`src/logic/besm_pkg.sv`:
```
package besm_pkg;

    localparam int WORD_W     = 64;     // Y and D bus width
    localparam int MR_W       = 32;     // Modifier word width
    localparam int GROUP_BITS = 5;      // Modifier group number
    localparam int PAGE_BITS  = 10;     // Physical page index

    // Control fields of one microinstruction
    typedef struct packed {
        logic       rsvd;               // Spare, pads to 40 bits
        logic [3:0] dsrc;               // D bus source
        logic [3:0] ydst;               // Y bus destination
        logic [2:0] ydev;               // Y-side device
        logic       wry;                // Y-side device write
        logic [2:0] ddev;               // D-side device
        logic       wrd;                // D-side device write
        logic       csm;                // Modifier memory access
        logic       wem;                // Modifier memory write
        logic       mod;                // Privileged access
        logic [1:0] mnsa;               // Modifier number source
        logic [4:0] modnm;              // Modifier number, inverted
        logic       iomp;               // Low selects flag decoder
        logic [4:0] ffcnt;              // Flag set/clear code
        logic       ise;                // Copy tkk into rcb
        logic [4:0] cond;               // Condition select
        logic       icc;                // Condition pass-through
    } micro_t;

    // Mode register RR, bit 31 first
    typedef struct packed {
        logic [1:0] rr_unused;          // Not specified
        logic       flag_jump;          // Jump instruction flag
        logic       rcb;                // Right instruction flag
        logic       cb;                 // Address changed by M16
        logic       no_paging;          // Paging blocked
        logic       no_procnm;          // Process number check blocked
        logic       flag_negaddr;       // Negative address mode
        logic       no_rprot;           // Read protection off
        logic       no_wprot;           // Write protection off
        logic       intstp;             // Stop on interrupt
        logic       single_step;        // Single step mode
        logic       cemlrg;             // Reserved bit 19
        logic       no_wtag;            // Write tag check off
        logic       no_intr;            // External interrupts masked
        logic       no_progtag;         // Tag interpretation off
        logic       no_badacc;          // Foreign accumulator ignored
        logic       no_rtag;            // Read tag check off
        logic       no_badop;           // Foreign operand ignored
        logic       drg;                // Dispatcher mode
        logic       ovrftb;             // Field overflow check off
        logic       bnb;                // BESM-6 range check off
        logic       flag_z;             // Zero
        logic       flag_n;             // Negative
        logic       flag_c;             // Carry
        logic       flag_v;             // Overflow
        logic       ovrib;              // Overflow interrupt blocked
        logic [2:0] grp;                // Branch condition group
        logic       rndb;               // Rounding blocked
        logic       normb;              // Normalization blocked
    } mode_t;

    // --------------------
    // D bus sources and Y bus destinations
    localparam logic [3:0] DSRC_GROUP = 4'd1, DSRC_PROCN = 4'd2;
    localparam logic [3:0] DSRC_RR    = 4'd3, DSRC_PAGE  = 4'd4;
    localparam logic [3:0] YDST_GROUP = 4'd1, YDST_PROCN = 4'd2;
    localparam logic [3:0] YDST_RR    = 4'd3, YDST_PAGE  = 4'd4;
    localparam logic [3:0] YDST_UREG  = 4'd8;

    // Device codes
    localparam logic [2:0] YDEV_UREG   = 3'd3, YDEV_PSMEM = 3'd4;
    localparam logic [2:0] DDEV_ACCESS = 3'd1, DDEV_REPRI = 3'd2;
    localparam logic [2:0] DDEV_CLRCB  = 3'd3;

    // --------------------
    // Flag decoder codes
    localparam logic [4:0] FF_LOGGRP = 5'd1,  FF_MULGRP = 5'd2,  FF_ADDGRP = 5'd3;
    localparam logic [4:0] FF_SETC   = 5'd5,  FF_CLRRCB = 5'd6,  FF_SETRCB = 5'd7;
    localparam logic [4:0] FF_CLRJMP = 5'd8,  FF_SETJMP = 5'd9;
    localparam logic [4:0] FF_SETEI  = 5'd10, FF_CLREI  = 5'd11;
    localparam logic [4:0] FF_CLRTR0 = 5'd12, FF_SETTR0 = 5'd13;
    localparam logic [4:0] FF_CLRTR1 = 5'd14, FF_SETTR1 = 5'd15;
    localparam logic [4:0] FF_CLRTKK = 5'd18, FF_SETTKK = 5'd19;
    localparam logic [4:0] FF_SETNR  = 5'd20, FF_SETER  = 5'd22;
    localparam logic [4:0] FF_CHTKK  = 5'd23;

endpackage

```
`src/logic/bus_source_mux.sv`:
```
`timescale 1ns/1ps

module bus_source_mux #(
    parameter int GROUP_BITS = besm_pkg::GROUP_BITS,
    parameter int PAGE_BITS  = besm_pkg::PAGE_BITS
) (
    input  besm_pkg::micro_t            i_micro,
    input  logic [GROUP_BITS-1:0]       i_group,
    input  logic [7:0]                  i_procn,
    input  besm_pkg::mode_t             i_mode,
    input  logic [PAGE_BITS-1:0]        i_pg_index,
    input  logic [2:0]                  i_pg_access,
    input  logic                        i_pg_repri,
    input  logic [besm_pkg::MR_W-1:0]   i_mr_read,
    input  logic [31:0]                 i_ureg,
    input  logic [19:0]                 i_map_word,
    output logic [besm_pkg::WORD_W-1:0] o_d,
    output logic [31:0]                 o_yread
);
    import besm_pkg::*;

    // D bus, first match wins, zero-extended
    always_comb begin
        o_d = '0;
        if (i_micro.dsrc == DSRC_GROUP)
            o_d[GROUP_BITS+5:0] = {1'b1, i_group, 5'd0};
        else if (i_micro.dsrc == DSRC_PROCN)
            o_d[7:0] = i_procn;
        else if (i_micro.dsrc == DSRC_RR)
            o_d[31:0] = i_mode;
        else if (i_micro.dsrc == DSRC_PAGE)
            o_d[PAGE_BITS+9:0] = {i_pg_index, 10'd0};
        else if (i_micro.ddev == DDEV_ACCESS)
            o_d[2:0] = i_pg_access;                 // Read-only, invalid, 0
        else if (i_micro.ddev == DDEV_REPRI)
            o_d[0] = i_pg_repri;
        else if (i_micro.csm && !i_micro.wem)
            o_d[MR_W-1:0] = i_mr_read;              // Modifier read
    end

    // Y-side reads, only when the device is not being written
    always_comb begin
        o_yread = '0;
        if (!i_micro.wry && i_micro.ydev == YDEV_UREG)
            o_yread = i_ureg;
        else if (!i_micro.wry && i_micro.ydev == YDEV_PSMEM)
            o_yread[19:0] = i_map_word;
    end

endmodule

```
`config.mk`:
```
export PLATFORM = sky130hd
export DESIGN_NAME = bus_source_mux
export DESIGN_NICKNAME = d
export VERILOG_FILES = /design/src/logic/besm_pkg.sv /design/src/logic/bus_source_mux.sv
export SDC_FILE = /design/constraint.sdc
export NUM_CORES = 1
export LEC_CHECK = 0
export BUFFER_PORTS_ARGS = -buffer_cell sky130_fd_sc_hd__buf_2
export CAP_MARGIN = 0
export CORE_AREA = 2 2 107 109
export DETAILED_ROUTE_END_ITERATION = 10
export DIE_AREA = 0 0 109 111
export SYNTH_ARGS = -nofsm -noshare
export SYNTH_HDL_FRONTEND = slang
export SYNTH_SLANG_ARGS = --single-unit
```
`constraint.sdc`:
```
create_clock -name vclk -period 1.35
set_input_delay 0 -clock vclk [all_inputs]
set_output_delay 0 -clock vclk [all_outputs]
set_load 0.005 [all_outputs]
```
; After elaboration in Yosys (flattened, before gate mapping)
; Index checks and enable logic that the tools add are counted.
[word_totals]
reg_bits = 0
word_cells = 39
[classes]
eq_ne = 8
n_mux = 26
reduce_logical = 5
[ops]
columns = op, count
row1 = $mux W32, 8
row2 = $mux W31, 6
row3 = $mux W20, 3
row4 = $mux W29, 1
row5 = $mux W12, 2
row6 = $mux W24, 1
row7 = $mux W21, 1
row8 = $mux W11, 1
row9 = $eq A4 B2 Y1 const B, 2
row10 = $mux W8, 1
row11 = $eq A3 B2 Y1 const B, 2
row12 = $eq A4 B1 Y1 const B, 1
row13 = $eq A4 B3 Y1 const B, 1
row14 = $eq A3 B1 Y1 const B, 1
row15 = $eq A3 B3 Y1 const B, 1
row16 = $logic_and A1 B1 Y1, 3
row17 = $mux W3, 1
row18 = $logic_not A1 Y1, 2
row19 = $mux W1, 1

; Depth between registers and ports, before layout
[depth]
depth_word = 20
depth_mapped = 7

; Least setup slack after synthesis
; Ideal clock, no wire load.
[synth_timing]
path_type = input to output
from = input port i_micro[35] (netlist bit)
to = output port o_d[23] (netlist bit)
arrival_ns = 1.219
required_time_ns = 1.350
path_slack_ns = 0.131
stages = 7
n_path_buf = 3
path_cell_list = buf_2 > or3b_1 > buf_2 > a21oi_4 > nor2b_2 > buf_6 > a22o_1
[synth_via]
elab_chain_len = 5
word_cells_on_any_way = 8
classes_between = eq/ne (4) / mux (4)
[synth_rtl]
columns = item, line_no
row1 = start: declaration, bus_source_mux.sv:7  ; input besm_pkg::micro_t i_micro,
row2 = $eq A4 B3 Y1, bus_source_mux.sv:31  ; else if (i_micro.dsrc == DSRC_PAGE)
row3 = $mux W12, bus_source_mux.sv:31
row4 = $mux W32, bus_source_mux.sv:29  ; else if (i_micro.dsrc == DSRC_RR)
row5 = $mux W24, bus_source_mux.sv:27  ; else if (i_micro.dsrc == DSRC_PROCN)
row6 = $mux W21 (*), bus_source_mux.sv:25  ; if (i_micro.dsrc == DSRC_GROUP)
row7 = end: declaration, bus_source_mux.sv:17  ; output logic [besm_pkg::WORD_W-1:0] o_d,
; Mark *: on every way between the ends. The rest lies on a longest branch, timed or not.

; Worst setup path after layout
[layout_timing]
from = input port i_micro[36] (netlist bit)
to = output port o_d[27] (netlist bit)
; The elaborated chain is that of the path after synthesis.

==> flow_summary_export.csv <==
group,metric,value,unit
worst_setup_path,worst_path_most_repeated_cell,"sky130_fd_sc_hd__buf_2",
worst_setup_path,slowest_stage,"sky130_fd_sc_hd__or3b_4",
timing,fmax,0.793,GHz
timing,layout_setup_ws,88.6,ps
flow_run,maxCapViolCount,0,
worst_setup_path,crit_path_max_fanout,14,
floorplan,initial_utilization,12.9,%
detailed_routing,post_drt_via_cell_ratio,4.19,
placement,io_buffers,220,
placement,worst_setup_slack_after_placement,-21.2,ps
timing,final_hold_vios,0,
logic_synthesis,yosys-top-cells-count,"sky130_fd_sc_hd__a22o_1, sky130_fd_sc_hd__buf_4, sky130_fd_sc_hd__a21oi_1, sky130_fd_sc_hd__o22ai_1, sky130_fd_sc_hd__and2_1",
grt,first_global_vias,2230,
worst_hold_path,worstHoldPathType,"primary input to primary output",
cells_and_area,layout.sequential_cells,0,
floorplan,core,11100,sq um
timing,final.period_utilization,93.4,%
cells_and_area,nClkBuffers,0,
grt,grt_overflow,0,
worst_setup_path,worst_ep_required_time,1350,ps
worst_setup_path,worst_path_top_cell_family_by_delay,"simple AND/OR/NAND/NOR gates",
pwr,power.static_leakage,0.00160,uW
placement,dp.final_hpwl,7210,um
worst_setup_path,cp-end-kind,"primary output",
pwr,cellPowerDensity,266,nW/um^2
outcome,status,"completed",
timing,final_report_max_slew_violation_count,0,
detailed_routing,first_iter_violations,97,
cells_and_area,area_growth,92.7,%
grt,grt.total_usage,12.0,%
timing,setup_viol_count_final,0,
timing,setup_repair_after_global_routing_missed_its_margin,"no",
logic_synthesis,synth.top_cells.by_area,"sky130_fd_sc_hd__a22o_1, sky130_fd_sc_hd__buf_4, sky130_fd_sc_hd__a21oi_1, sky130_fd_sc_hd__o22ai_1, sky130_fd_sc_hd__and2_1",
logic_synthesis,synth_top_cell_by_area,"sky130_fd_sc_hd__a22o_1",
worst_setup_path,timing.setup.critical_path_class,"primary input to primary output",
floorplan,floorplan.die_area,12100,sq um
cells_and_area,ff_latch_area,0,sq um
timing,tns,0,ps
logic_synthesis,netlist-cell-type-count,36,
grt,pin_count_of_the_biggest_net_entering_global_routing,33,
cells_and_area,final_nets,626,
placement,global_placer_s_final_weighted_congestion,0.915,
floorplan,io_pins,279,
grt,grt_first_pass_wirelength,11400,um
detailed_routing,routed_wirelength,8160,um
worst_setup_path,crit_path_cell_trace,"buf_2 > or3b_4 > a21oi_4 > nor2b_4 > a22o_1 > buf_2",
pwr,irDropWorstVdd,0.0894,mV
worst_setup_path,slowest_delay,440,ps
cells_and_area,post_route_core_utilization,24.9,%
logic_synthesis,syn_area_per_cell,6.56,sq um
worst_setup_path,crit_arrival,1260,ps
floorplan,die_w,109,um
detailed_routing,post-route-drc-count,0,
worst_setup_path,worstSetupStartpointType,"primary input",
logic_synthesis,postSynthCellCount,218,
clocking,ctsHoldBuffers,0,
floorplan,num_rows,39,
detailed_routing,overall_via_count_from_detail_route,2453,
timing,time_the_worst_path_needs_with_i_o_delays_and_setup,1260,ps
detailed_routing,wl_per_cell,13.9,um
detailed_routing,first_pass_iters,4,
detailed_routing,final_antenna_net_count,0,
worst_setup_path,path_buf_inv,2,
floorplan,chipHeight,111,um
clocking,cts_post_setup_buffers_inserted,0,
grt,antenna_violations_before_repair,1,
cells_and_area,share_of_post_route_cells_with_drive_strength_above_1,57.4,%
logic_synthesis,netlist_area,1430,sq um
logic_synthesis,yosys_warnings,0,
logic_synthesis,part_of_the_yosys_area_used_for_sequential_elements,0,%
logic_synthesis,post-synth-top-area-fraction,19.6,%
-- report_power, final --
part	switching [uW]	internal (uW)	leakage (uW)	total (uW)
Combinational	343	391	0.00160	734
Sequential	0	0	0	0
Clock	0	0.0000990	0.00000000634	0.0000990
-- what timing repair did --
item / CTS / global route
pin swaps: 0 / 1
endpoints found under the setup margin: 5 / 21
gates resized for setup: 1 / 5
-- kinds of logic after synthesis --
logic type / synth area share [%]
compound gates: 50.0
buf+inv: 24.8
simple gates: 21.6
mux: 2.80
xor+xnor: 0.613
other cells: 0.262
-- through the flow --
step | std cells | total power [uW] | hold WS [ps] | instance area [sq um]
after global placement | 584 | 720 | 265 | 2730
after CTS | 584 | 726 | 265 | 2730
after floorplan | 249 | 356 | 106 | 1550
final | 585 | 734 | 265 | 2760
after detailed placement | 584 | 721 | 265 | 2730
after global routing | 585 | 800 | 283 | 2760
-- placed cells by master (no fill, tap or decap), types with 2 or more instances in the layout --
cell	n
sky130_fd_sc_hd__buf_12	4
sky130_fd_sc_hd__a41oi_1	3
sky130_fd_sc_hd__a31oi_1	3
sky130_fd_sc_hd__inv_1	6
sky130_fd_sc_hd__a22oi_1	9
sky130_fd_sc_hd__nor2b_1	2
sky130_fd_sc_hd__a21oi_1	21
sky130_fd_sc_hd__nand3_1	3
sky130_fd_sc_hd__nor3_1	6
sky130_fd_sc_hd__o2bb2ai_1	3
sky130_fd_sc_hd__and3_1	4
sky130_fd_sc_hd__buf_2	220
sky130_fd_sc_hd__mux2i_1	4
sky130_fd_sc_hd__buf_4	19
sky130_fd_sc_hd__a22o_1	32
sky130_fd_sc_hd__nand2b_1	3
sky130_fd_sc_hd__nor2_1	4
sky130_fd_sc_hd__and2_1	13
sky130_fd_sc_hd__o22ai_1	16
sky130_fd_sc_hd__conb_1	32
sky130_fd_sc_hd__o21ai_0	10
sky130_fd_sc_hd__nand2_1	8
-- per-layer routing --
metal	track usage, %	vias up	wire [um]
met4	4.02	0	287
met5	0	-	0
met1	15.8	1084	3470
met3	0.882	16	514
met2	20.4	139	3890
li1	-	1214	-
-- worst paths after layout --
| path | startpoint | endpoint | cells past startpoint |
|---|---|---|---|
| worst max-delay path | i_micro[36] | o_d[27] | 6 |
| worst min-delay path | i_ureg[22] | o_yread[22] | 3 |
-- cell type report --
cell class / count / area [sq um]
inverter: 6 / 22.5
fill: 1294 / 8320
antenna: 1 / 2.50
multi-input combinational: 192 / 1230
tap: 143 / 179
timing repair buffer: 243 / 1320
No activity file was read; power rests on OpenSTA's default activity.
