**src/logic/besm_pkg.sv**
```systemverilog
package besm_pkg;

    localparam int WORD_W     = 64;     // Y and D bus width
    localparam int MR_W       = 32;     // Modifier word width
    localparam int GROUP_BITS = 5;      // Modifier group number
    localparam int PAGE_BITS  = 10;     // Physical page index

    // Control fields of one microinstruction
    typedef struct packed {
        logic       rsvd;               // Spare, pads to 40 bits
        logic [3:0] dsrc;               // D bus source
        logic [3:0] ydst;               // Y bus destination
        logic [2:0] ydev;               // Y-side device
        logic       wry;                // Y-side device write
        logic [2:0] ddev;               // D-side device
        logic       wrd;                // D-side device write
        logic       csm;                // Modifier memory access
        logic       wem;                // Modifier memory write
        logic       mod;                // Privileged access
        logic [1:0] mnsa;               // Modifier number source
        logic [4:0] modnm;              // Modifier number, inverted
        logic       iomp;               // Low selects flag decoder
        logic [4:0] ffcnt;              // Flag set/clear code
        logic       ise;                // Copy tkk into rcb
        logic [4:0] cond;               // Condition select
        logic       icc;                // Condition pass-through
    } micro_t;

    // Mode register RR, bit 31 first
    typedef struct packed {
        logic [1:0] rr_unused;          // Not specified
        logic       flag_jump;          // Jump instruction flag
        logic       rcb;                // Right instruction flag
        logic       cb;                 // Address changed by M16
        logic       no_paging;          // Paging blocked
        logic       no_procnm;          // Process number check blocked
        logic       flag_negaddr;       // Negative address mode
        logic       no_rprot;           // Read protection off
        logic       no_wprot;           // Write protection off
        logic       intstp;             // Stop on interrupt
        logic       single_step;        // Single step mode
        logic       cemlrg;             // Reserved bit 19
        logic       no_wtag;            // Write tag check off
        logic       no_intr;            // External interrupts masked
        logic       no_progtag;         // Tag interpretation off
        logic       no_badacc;          // Foreign accumulator ignored
        logic       no_rtag;            // Read tag check off
        logic       no_badop;           // Foreign operand ignored
        logic       drg;                // Dispatcher mode
        logic       ovrftb;             // Field overflow check off
        logic       bnb;                // BESM-6 range check off
        logic       flag_z;             // Zero
        logic       flag_n;             // Negative
        logic       flag_c;             // Carry
        logic       flag_v;             // Overflow
        logic       ovrib;              // Overflow interrupt blocked
        logic [2:0] grp;                // Branch condition group
        logic       rndb;               // Rounding blocked
        logic       normb;              // Normalization blocked
    } mode_t;

    // --------------------
    // D bus sources and Y bus destinations
    localparam logic [3:0] DSRC_GROUP = 4'd1, DSRC_PROCN = 4'd2;
    localparam logic [3:0] DSRC_RR    = 4'd3, DSRC_PAGE  = 4'd4;
    localparam logic [3:0] YDST_GROUP = 4'd1, YDST_PROCN = 4'd2;
    localparam logic [3:0] YDST_RR    = 4'd3, YDST_PAGE  = 4'd4;
    localparam logic [3:0] YDST_UREG  = 4'd8;

    // Device codes
    localparam logic [2:0] YDEV_UREG   = 3'd3, YDEV_PSMEM = 3'd4;
    localparam logic [2:0] DDEV_ACCESS = 3'd1, DDEV_REPRI = 3'd2;
    localparam logic [2:0] DDEV_CLRCB  = 3'd3;

    // --------------------
    // Flag decoder codes
    localparam logic [4:0] FF_LOGGRP = 5'd1,  FF_MULGRP = 5'd2,  FF_ADDGRP = 5'd3;
    localparam logic [4:0] FF_SETC   = 5'd5,  FF_CLRRCB = 5'd6,  FF_SETRCB = 5'd7;
    localparam logic [4:0] FF_CLRJMP = 5'd8,  FF_SETJMP = 5'd9;
    localparam logic [4:0] FF_SETEI  = 5'd10, FF_CLREI  = 5'd11;
    localparam logic [4:0] FF_CLRTR0 = 5'd12, FF_SETTR0 = 5'd13;
    localparam logic [4:0] FF_CLRTR1 = 5'd14, FF_SETTR1 = 5'd15;
    localparam logic [4:0] FF_CLRTKK = 5'd18, FF_SETTKK = 5'd19;
    localparam logic [4:0] FF_SETNR  = 5'd20, FF_SETER  = 5'd22;
    localparam logic [4:0] FF_CHTKK  = 5'd23;

endpackage

```
**src/logic/mode_reg.sv**
```systemverilog
`timescale 1ns/1ps

module mode_reg (
    input  logic                        clk,
    input  logic                        reset,
    input  besm_pkg::micro_t            i_micro,
    input  logic [besm_pkg::WORD_W-1:0] i_y,
    output besm_pkg::mode_t             o_mode,
    output logic [7:0]                  o_procn,
    output logic                        o_cond
);
    import besm_pkg::*;

    mode_t      rr;                 // Mode register
    logic [7:0] procn;              // Process number
    logic       tr0;                // Microprogram flag 0
    logic       tr1;                // Microprogram flag 1
    logic       tkk;                // Standardizer right half
    logic       besm6_mode;         // Emulation mode
    logic       cond;

    // --------------------
    // Register loads and flag decoder
    // Later statements override the RR load in the same cycle
    always_ff @(posedge clk) begin
        if (reset) begin
            rr         <= '0;
            procn      <= '0;
            tr0        <= 1'b0;
            tr1        <= 1'b0;
            tkk        <= 1'b0;
            besm6_mode <= 1'b0;
        end else begin
            if (i_micro.ydst == YDST_RR)
                rr <= i_y[31:0];
            if (i_micro.ydst == YDST_PROCN)
                procn <= i_y[7:0];

            if (!i_micro.iomp) begin
                case (i_micro.ffcnt)
                    FF_LOGGRP: rr.grp       <= 3'b001;  // Logic group
                    FF_MULGRP: rr.grp       <= 3'b010;  // Multiply group
                    FF_ADDGRP: rr.grp       <= 3'b100;  // Add group
                    FF_SETC:   rr.cb        <= 1'b1;
                    FF_CLRRCB: rr.rcb       <= 1'b0;
                    FF_SETRCB: rr.rcb       <= 1'b1;
                    FF_CLRJMP: rr.flag_jump <= 1'b0;
                    FF_SETJMP: rr.flag_jump <= 1'b1;
                    FF_SETEI:  rr.no_intr   <= 1'b0;    // Interrupts enabled
                    FF_CLREI:  rr.no_intr   <= 1'b1;    // Interrupts masked
                    FF_CLRTR0: tr0          <= 1'b0;
                    FF_SETTR0: tr0          <= 1'b1;
                    FF_CLRTR1: tr1          <= 1'b0;
                    FF_SETTR1: tr1          <= 1'b1;
                    FF_CLRTKK: tkk          <= 1'b0;
                    FF_SETTKK: tkk          <= 1'b1;
                    FF_CHTKK:  tkk          <= ~tkk;    // Toggle
                    FF_SETNR:  besm6_mode   <= 1'b0;    // Native mode
                    FF_SETER:  besm6_mode   <= 1'b1;    // Emulation mode
                    default: ;
                endcase
            end

            if (i_micro.ise)
                rr.rcb <= tkk;                          // Beats FF set/clear
            if (i_micro.ddev == DDEV_CLRCB)
                rr.cb <= 1'b0;                          // Clear beats FF set
        end
    end

    // --------------------
    // Condition multiplexer
    always_comb begin
        case (i_micro.cond)
            5'd1:    cond = rr.normb;
            5'd2:    cond = rr.rndb;
            5'd3:    cond = rr.ovrib;
            5'd4:    cond = rr.bnb;
            5'd5:    cond = rr.ovrftb;
            5'd6:    cond = rr.drg;
            5'd7:    cond = besm6_mode;
            5'd8:    cond = rr.rcb;
            5'd9:    cond = rr.cb;
            5'd10:   cond = rr.cemlrg;
            5'd12:   cond = tr1;
            5'd13:   cond = rr.intstp;
            5'd15:   cond = tkk;
            5'd22:   cond = tr0;
            default: cond = 1'b1;                       // Unconditional and dropped codes
        endcase
    end

    assign o_cond  = i_micro.icc ? cond : ~cond;
    assign o_mode  = rr;
    assign o_procn = procn;

endmodule

```
**config.mk**
```make
export PLATFORM = sky130hd
export DESIGN_NAME = mode_reg
export DESIGN_NICKNAME = d
export VERILOG_FILES = /design/src/logic/besm_pkg.sv /design/src/logic/mode_reg.sv
export SDC_FILE = /design/constraint.sdc
export NUM_CORES = 1
export LEC_CHECK = 0
export BUFFER_PORTS_ARGS = -buffer_cell sky130_fd_sc_hd__buf_4
export CORE_MARGIN = 2
export CORE_UTILIZATION = 43
export CTS_CLUSTER_SIZE = 14
export DETAILED_ROUTE_END_ITERATION = 8
export PLACE_DENSITY = 0.94
export SLEW_MARGIN = 20
export SYNTH_ARGS = -nofsm -noshare
export SYNTH_HDL_FRONTEND = slang
export SYNTH_SLANG_ARGS = --single-unit
```
**constraint.sdc**
```tcl
create_clock -name clk -period 3.65 [get_ports clk]
set_input_delay 0.1825 -clock clk [delete_from_list [all_inputs] [get_ports clk]]
set_output_delay 0.1825 -clock clk [all_outputs]
set_load 0.01 [all_outputs]
```
Word level (Yosys, flattened, before mapping)
Cells that the tools add are included.
W data, S select, Z words.

storage, ports and cells
  bits in registers = 44
  input bits = 106
  memories kept = 0
  memory bits (writable) = 0
  bits in latches = 0
  bits in read-only memories = 0
  output and inout port bits = 41
  word-level logic and storage cells = 98

operators by class
  shift operators = 0
  reductions and logical operators = 9
  bitwise logic cells = 3
  multipliers = 0
  equality and inequality tests = 36
  divide/modulo/power cells = 0
  add/sub/neg operators = 0
  magnitude comparators = 0
  mux-type cells = 16

operator list
  cell                  number
  $eq A5 B4 Y1 const B  14
  $eq A5 B3 Y1 const B  7
  $eq A5 B5 Y1 const B  6
  $mux W30              1
  $eq A5 B2 Y1 const B  4
  $pmux W1 S14          1
  $pmux W1 S2           6
  $eq A5 B1 Y1 const B  2
  $pmux W3 S3           1
  $eq A4 B2 Y1 const B  2
  $reduce_and A2 Y1     4
  $mux W3               2
  $reduce_bool A2 Y1    3
  $mux W1               4
  $eq A3 B2 Y1 const B  1
  $not A1 Y1            3
  $pmux W1 S3           1
  $reduce_bool A3 Y1    1
  $reduce_or A2 Y1      1

Depth between registers and ports, before layout
  depth in word-level cells = 5
  gate-level depth with buffers = 7
  depth with buffers taken out = 5

Least setup slack after synthesis
No wires, ideal clock.

  kind = flip-flop to output port
  from = register rr, in the netlist o_mode[11]
  to = output o_cond
  path buffers = 0
  slack = 2.245 ns
  arrival = 1.223 ns
  data required time = 3.467 ns
  stages on the path, launching flop included = 5
  cell sequence = dfxtp_1 -> mux4_2 -> nand4b_1 -> nand4_1 -> xnor2_1

on the way
  cells in the longest elaborated chain, start to end = 3

RTL lines
  item                    RTL line        text
  start, declared         mode_reg.sv:14  mode_t rr;
  start signal, assigned  mode_reg.sv:35  rr <= i_y[31:0];
  $pmux W1 S14 *          mode_reg.sv:74  case (i_micro.cond)
  $not A1 Y1              mode_reg.sv:93  assign o_cond = i_micro.icc ? cond : ~cond;
  $mux W1 *               mode_reg.sv:93
  end, declared           mode_reg.sv:10  output logic o_cond

Mark *: on every way between the ends. The rest lies on a longest branch, timed or not.

Final worst setup path
  from = register tkk
  to = output o_cond

on the way
  cells in the longest elaborated chain, start to end = 3

RTL lines
  item                    RTL line        text
  start, declared         mode_reg.sv:18  logic tkk;
  start signal, assigned  mode_reg.sv:57  FF_CHTKK: tkk <= ~tkk;
  $pmux W1 S14 *          mode_reg.sv:74
  $not A1 Y1              mode_reg.sv:93
  $mux W1 *               mode_reg.sv:93

Marked as above.

==> impl_metrics.py <==
metrics = {
    "yosys": {
        "ys_warn_count": 0,
        "avgSynthCellArea_um2": 7.99,
        "ys.flop_type": "dfxtp_1",
        "synth_area_um2": 1990,
        "yosysUniqueCellTypes": 43,
        "yosysSeqAreaShare": 0.443,
        "synth_edf_count": 0,
        "syn-num-nets": 355,
        "synthCells": 249,
        "async_flop_share": 0,
        "ys_ff_latch": 44,
    },
    "clock_tree": {
        "root_buffer": "clkbuf_8",
        "cts_max_level": 2,
        "clk-insertion-delay-late_ns": 0.29,
        "ctsHoldBuffers": 0,
        "cts_tree": "yes",
        "clk_pin_slew_ns": 0.09,
        "cts_buffers": 5,
        "clock-sinks": 44,
        "clk_path_buf_depth": 2,
        "ctsResizeCount": 0,
        "cts_setup_buffers": 0,
    },
    "routing": {
        "first_pass_iters": 4,
        "dr_total_vias": 2007,
        "via_per_inst": 5.23,
        "routed_wl_mm": 5.14,
        "drc": 0,
        "drtAntennaViolNets": 0,
        "routedWlPerCell_um": 13.4,
        "drt-initial-drc-count": 144,
    },
    "setup_path": {
        "path_buf_inv": 1,
        "cpLargestDelayFamily": "multiplexers",
        "critPathKind": "reg2out",
        "crit_fanout": 4,
        "crit_arrival_ns": 1.65,
        "endpoint_kind": "output port",
        "critPathMaxStageDelay_ns": 0.48,
        "worstPathRequired_ns": 3.47,
        "path_cells": "mux4_2, nand4b_1, nand4_1, xnor2_1, buf_4",
        "cp-start-kind": "register",
        "cp_slowest_cell": "mux4_2",
    },
    "grt": {
        "grt-ovfl-total": 0,
        "first_global_vias": 1903,
        "grt_max_degree": 45,
        "track_usage": 0.200,
        "grt_antenna_before_repair": 0,
        "grt_pass1_wl_mm": 8.39,
    },
    "timing": {
        "fin_crit_ns": 1.83,
        "skew_ns": 0.0000268,
        "min_period_over_period": 0.502,
        "tns_ns": 0,
        "tightest_slew_ns": 0.745,
        "finalHoldViolCount": 0,
        "rsz0062_at_grt": "false",
        "slew_viol_final": 0,
        "setup-violations-final": 0,
        "maxSlewHeadroom": 0.502,
        "max_freq_ghz": 0.546,
    },
    "cells_and_area": {
        "mostFrequentLayoutCell": "buf_4",
        "nFillCells": 381,
        "layout-drive-gt1-share": 0.328,
        "final_cell_mix": "buf_4 (95), nand2_1 (79), dfxtp_1 (44)",
        "fin_nets": 437,
        "n_antenna_cell": 0,
        "finalCoreUtilization": 0.625,
        "areaGrowthSynthToFinish_pct": 38.6,
    },
    "floorplan": {
        "dieHeight_um": 72.0,
        "die_width_um": 72.0,
        "rows": 24,
        "die-area_um2": 5190,
        "core_um2": 4410,
        "pin_count": 147,
        "start_util": 0.451,
    },
    "power_and_ir_drop": {
        "ir_drop_mv": 0.246,
        "power_density_nw_per_um2": 342,
        "leakagePower_nw": 1.13,
    },
    "placement": {
        "globalplace.congestion": 0.793,
        "io_buffers": 94,
        "dp_hpwl_mm": 3.65,
    },
    "run_status": {
        "outcome": "finished, final reports clean",
    },
    "min_path": {
        "min_path_type": "in2reg",
    },
    "flow_run": {
        "cap_violations": 0,
    },
}
==> state kept, by name (all words and copies together), names as in the netlist <==
signal      count
besm6_mode      1
o_procn         8
tr0             1
tkk             1
o_mode         32
tr1             1
==> cell families (layout without fill, tap and decap cells) <==
logic type                Yosys count  in the layout  share of synthesized area
DFF                                44             44                      0.443
muxes                               8              8                     0.0472
AOI/OAI and AO/OA                  56             56                      0.164
and+or+nand+nor                   119            119                      0.289
xor gates and xnor gates            1              1                    0.00440
buffers and inverters              21            104                     0.0535
==> routing by layer <==
layer | global-route usage | part of all wire | up-vias
met5 | 0 | 0 | -
met4 | 0.0671 | 0.014 | 0
met3 | 0.0500 | 0.067 | 8
met2 | 0.345 | 0.49 | 69
met1 | 0.244 | 0.43 | 914
li1 | - | - | 1016
==> cells in the mapped netlist, types with 2 or more instances <==
library cell | number | share of area
nand2_1 | 79 | 0.15
dfxtp_1 | 44 | 0.44
a21oi_1 | 39 | 0.098
nor2_1 | 11 | 0.021
clkbuf_1 | 9 | 0.017
buf_2 | 7 | 0.018
mux2i_1 | 6 | 0.030
nand3_1 | 6 | 0.015
a221oi_1 | 3 | 0.013
nand3b_1 | 3 | 0.011
o21ai_0 | 3 | 0.0075
a311oi_1 | 2 | 0.0088
and4bb_2 | 2 | 0.013
buf_6 | 2 | 0.011
nand2b_1 | 2 | 0.0063
nand4b_1 | 2 | 0.0088
nand4bb_1 | 2 | 0.011
nor3_1 | 2 | 0.0050
==> worst reg2reg max path, cell delays in order (launching register included) <==
cell	delay, ns
dfxtp_1	0.34
and2_0	0.12
a221oi_1	0.05
a311oi_1	0.28
==> final timing paths <==
path	startpoint	end	slack, ns	cells after the start
max	tkk$_SDFFE_PP0P_	o_cond	1.82	5
min	i_y[25]	o_mode[25]$_SDFFE_PP0P_	0.13	3
max reg2reg	o_mode[17]$_SDFF_PP0_	o_mode[17]$_SDFF_PP0_	2.77	3
min reg2reg	o_procn[7]$_SDFFE_PP0N_	o_procn[7]$_SDFFE_PP0N_	0.46	2
==> layout make-up <==
type	count	area, µm²	share of cell area
Tap cell	52	65.1	0.0236
Multi-Input combinational cell	184	1000	0.363
Inverter	1	3.75	0.00136
Clock inverter	2	10.0	0.00363
Sequential cell	44	881	0.319
Timing Repair Buffer	95	713	0.259
Clock buffer	6	82.6	0.0299
==> report_power, final <==
part / internal (mW) / switching [mW] / total [mW]
registers: 0.491 / 0.00669 / 0.498
logic: 0.0721 / 0.0632 / 0.135
clock network: 0.151 / 0.159 / 0.310
==> per-stage QoR <==
| stage | total power [mW] | hold slack [ns] | cell area (µm²) | worst slack (ns) | cells |
|---|---|---|---|---|---|
| 6_report | 0.943 | 0.126 | 2760 | 1.82 | 384 |
| 5_1_grt | 0.987 | 0.132 | 2760 | 1.57 | 384 |
| 4_1_cts | 0.957 | 0.118 | 2760 | 1.81 | 384 |
| 3_5_place_dp | 0.644 | 0.437 | 2670 | 1.94 | 376 |
| 3_3_place_gp | 0.641 | 0.429 | 2670 | 1.96 | 376 |
| 2_1_floorplan | 0.570 | 0.318 | 1990 | 2.24 | 249 |
Power figures use the tool's default switching activity.
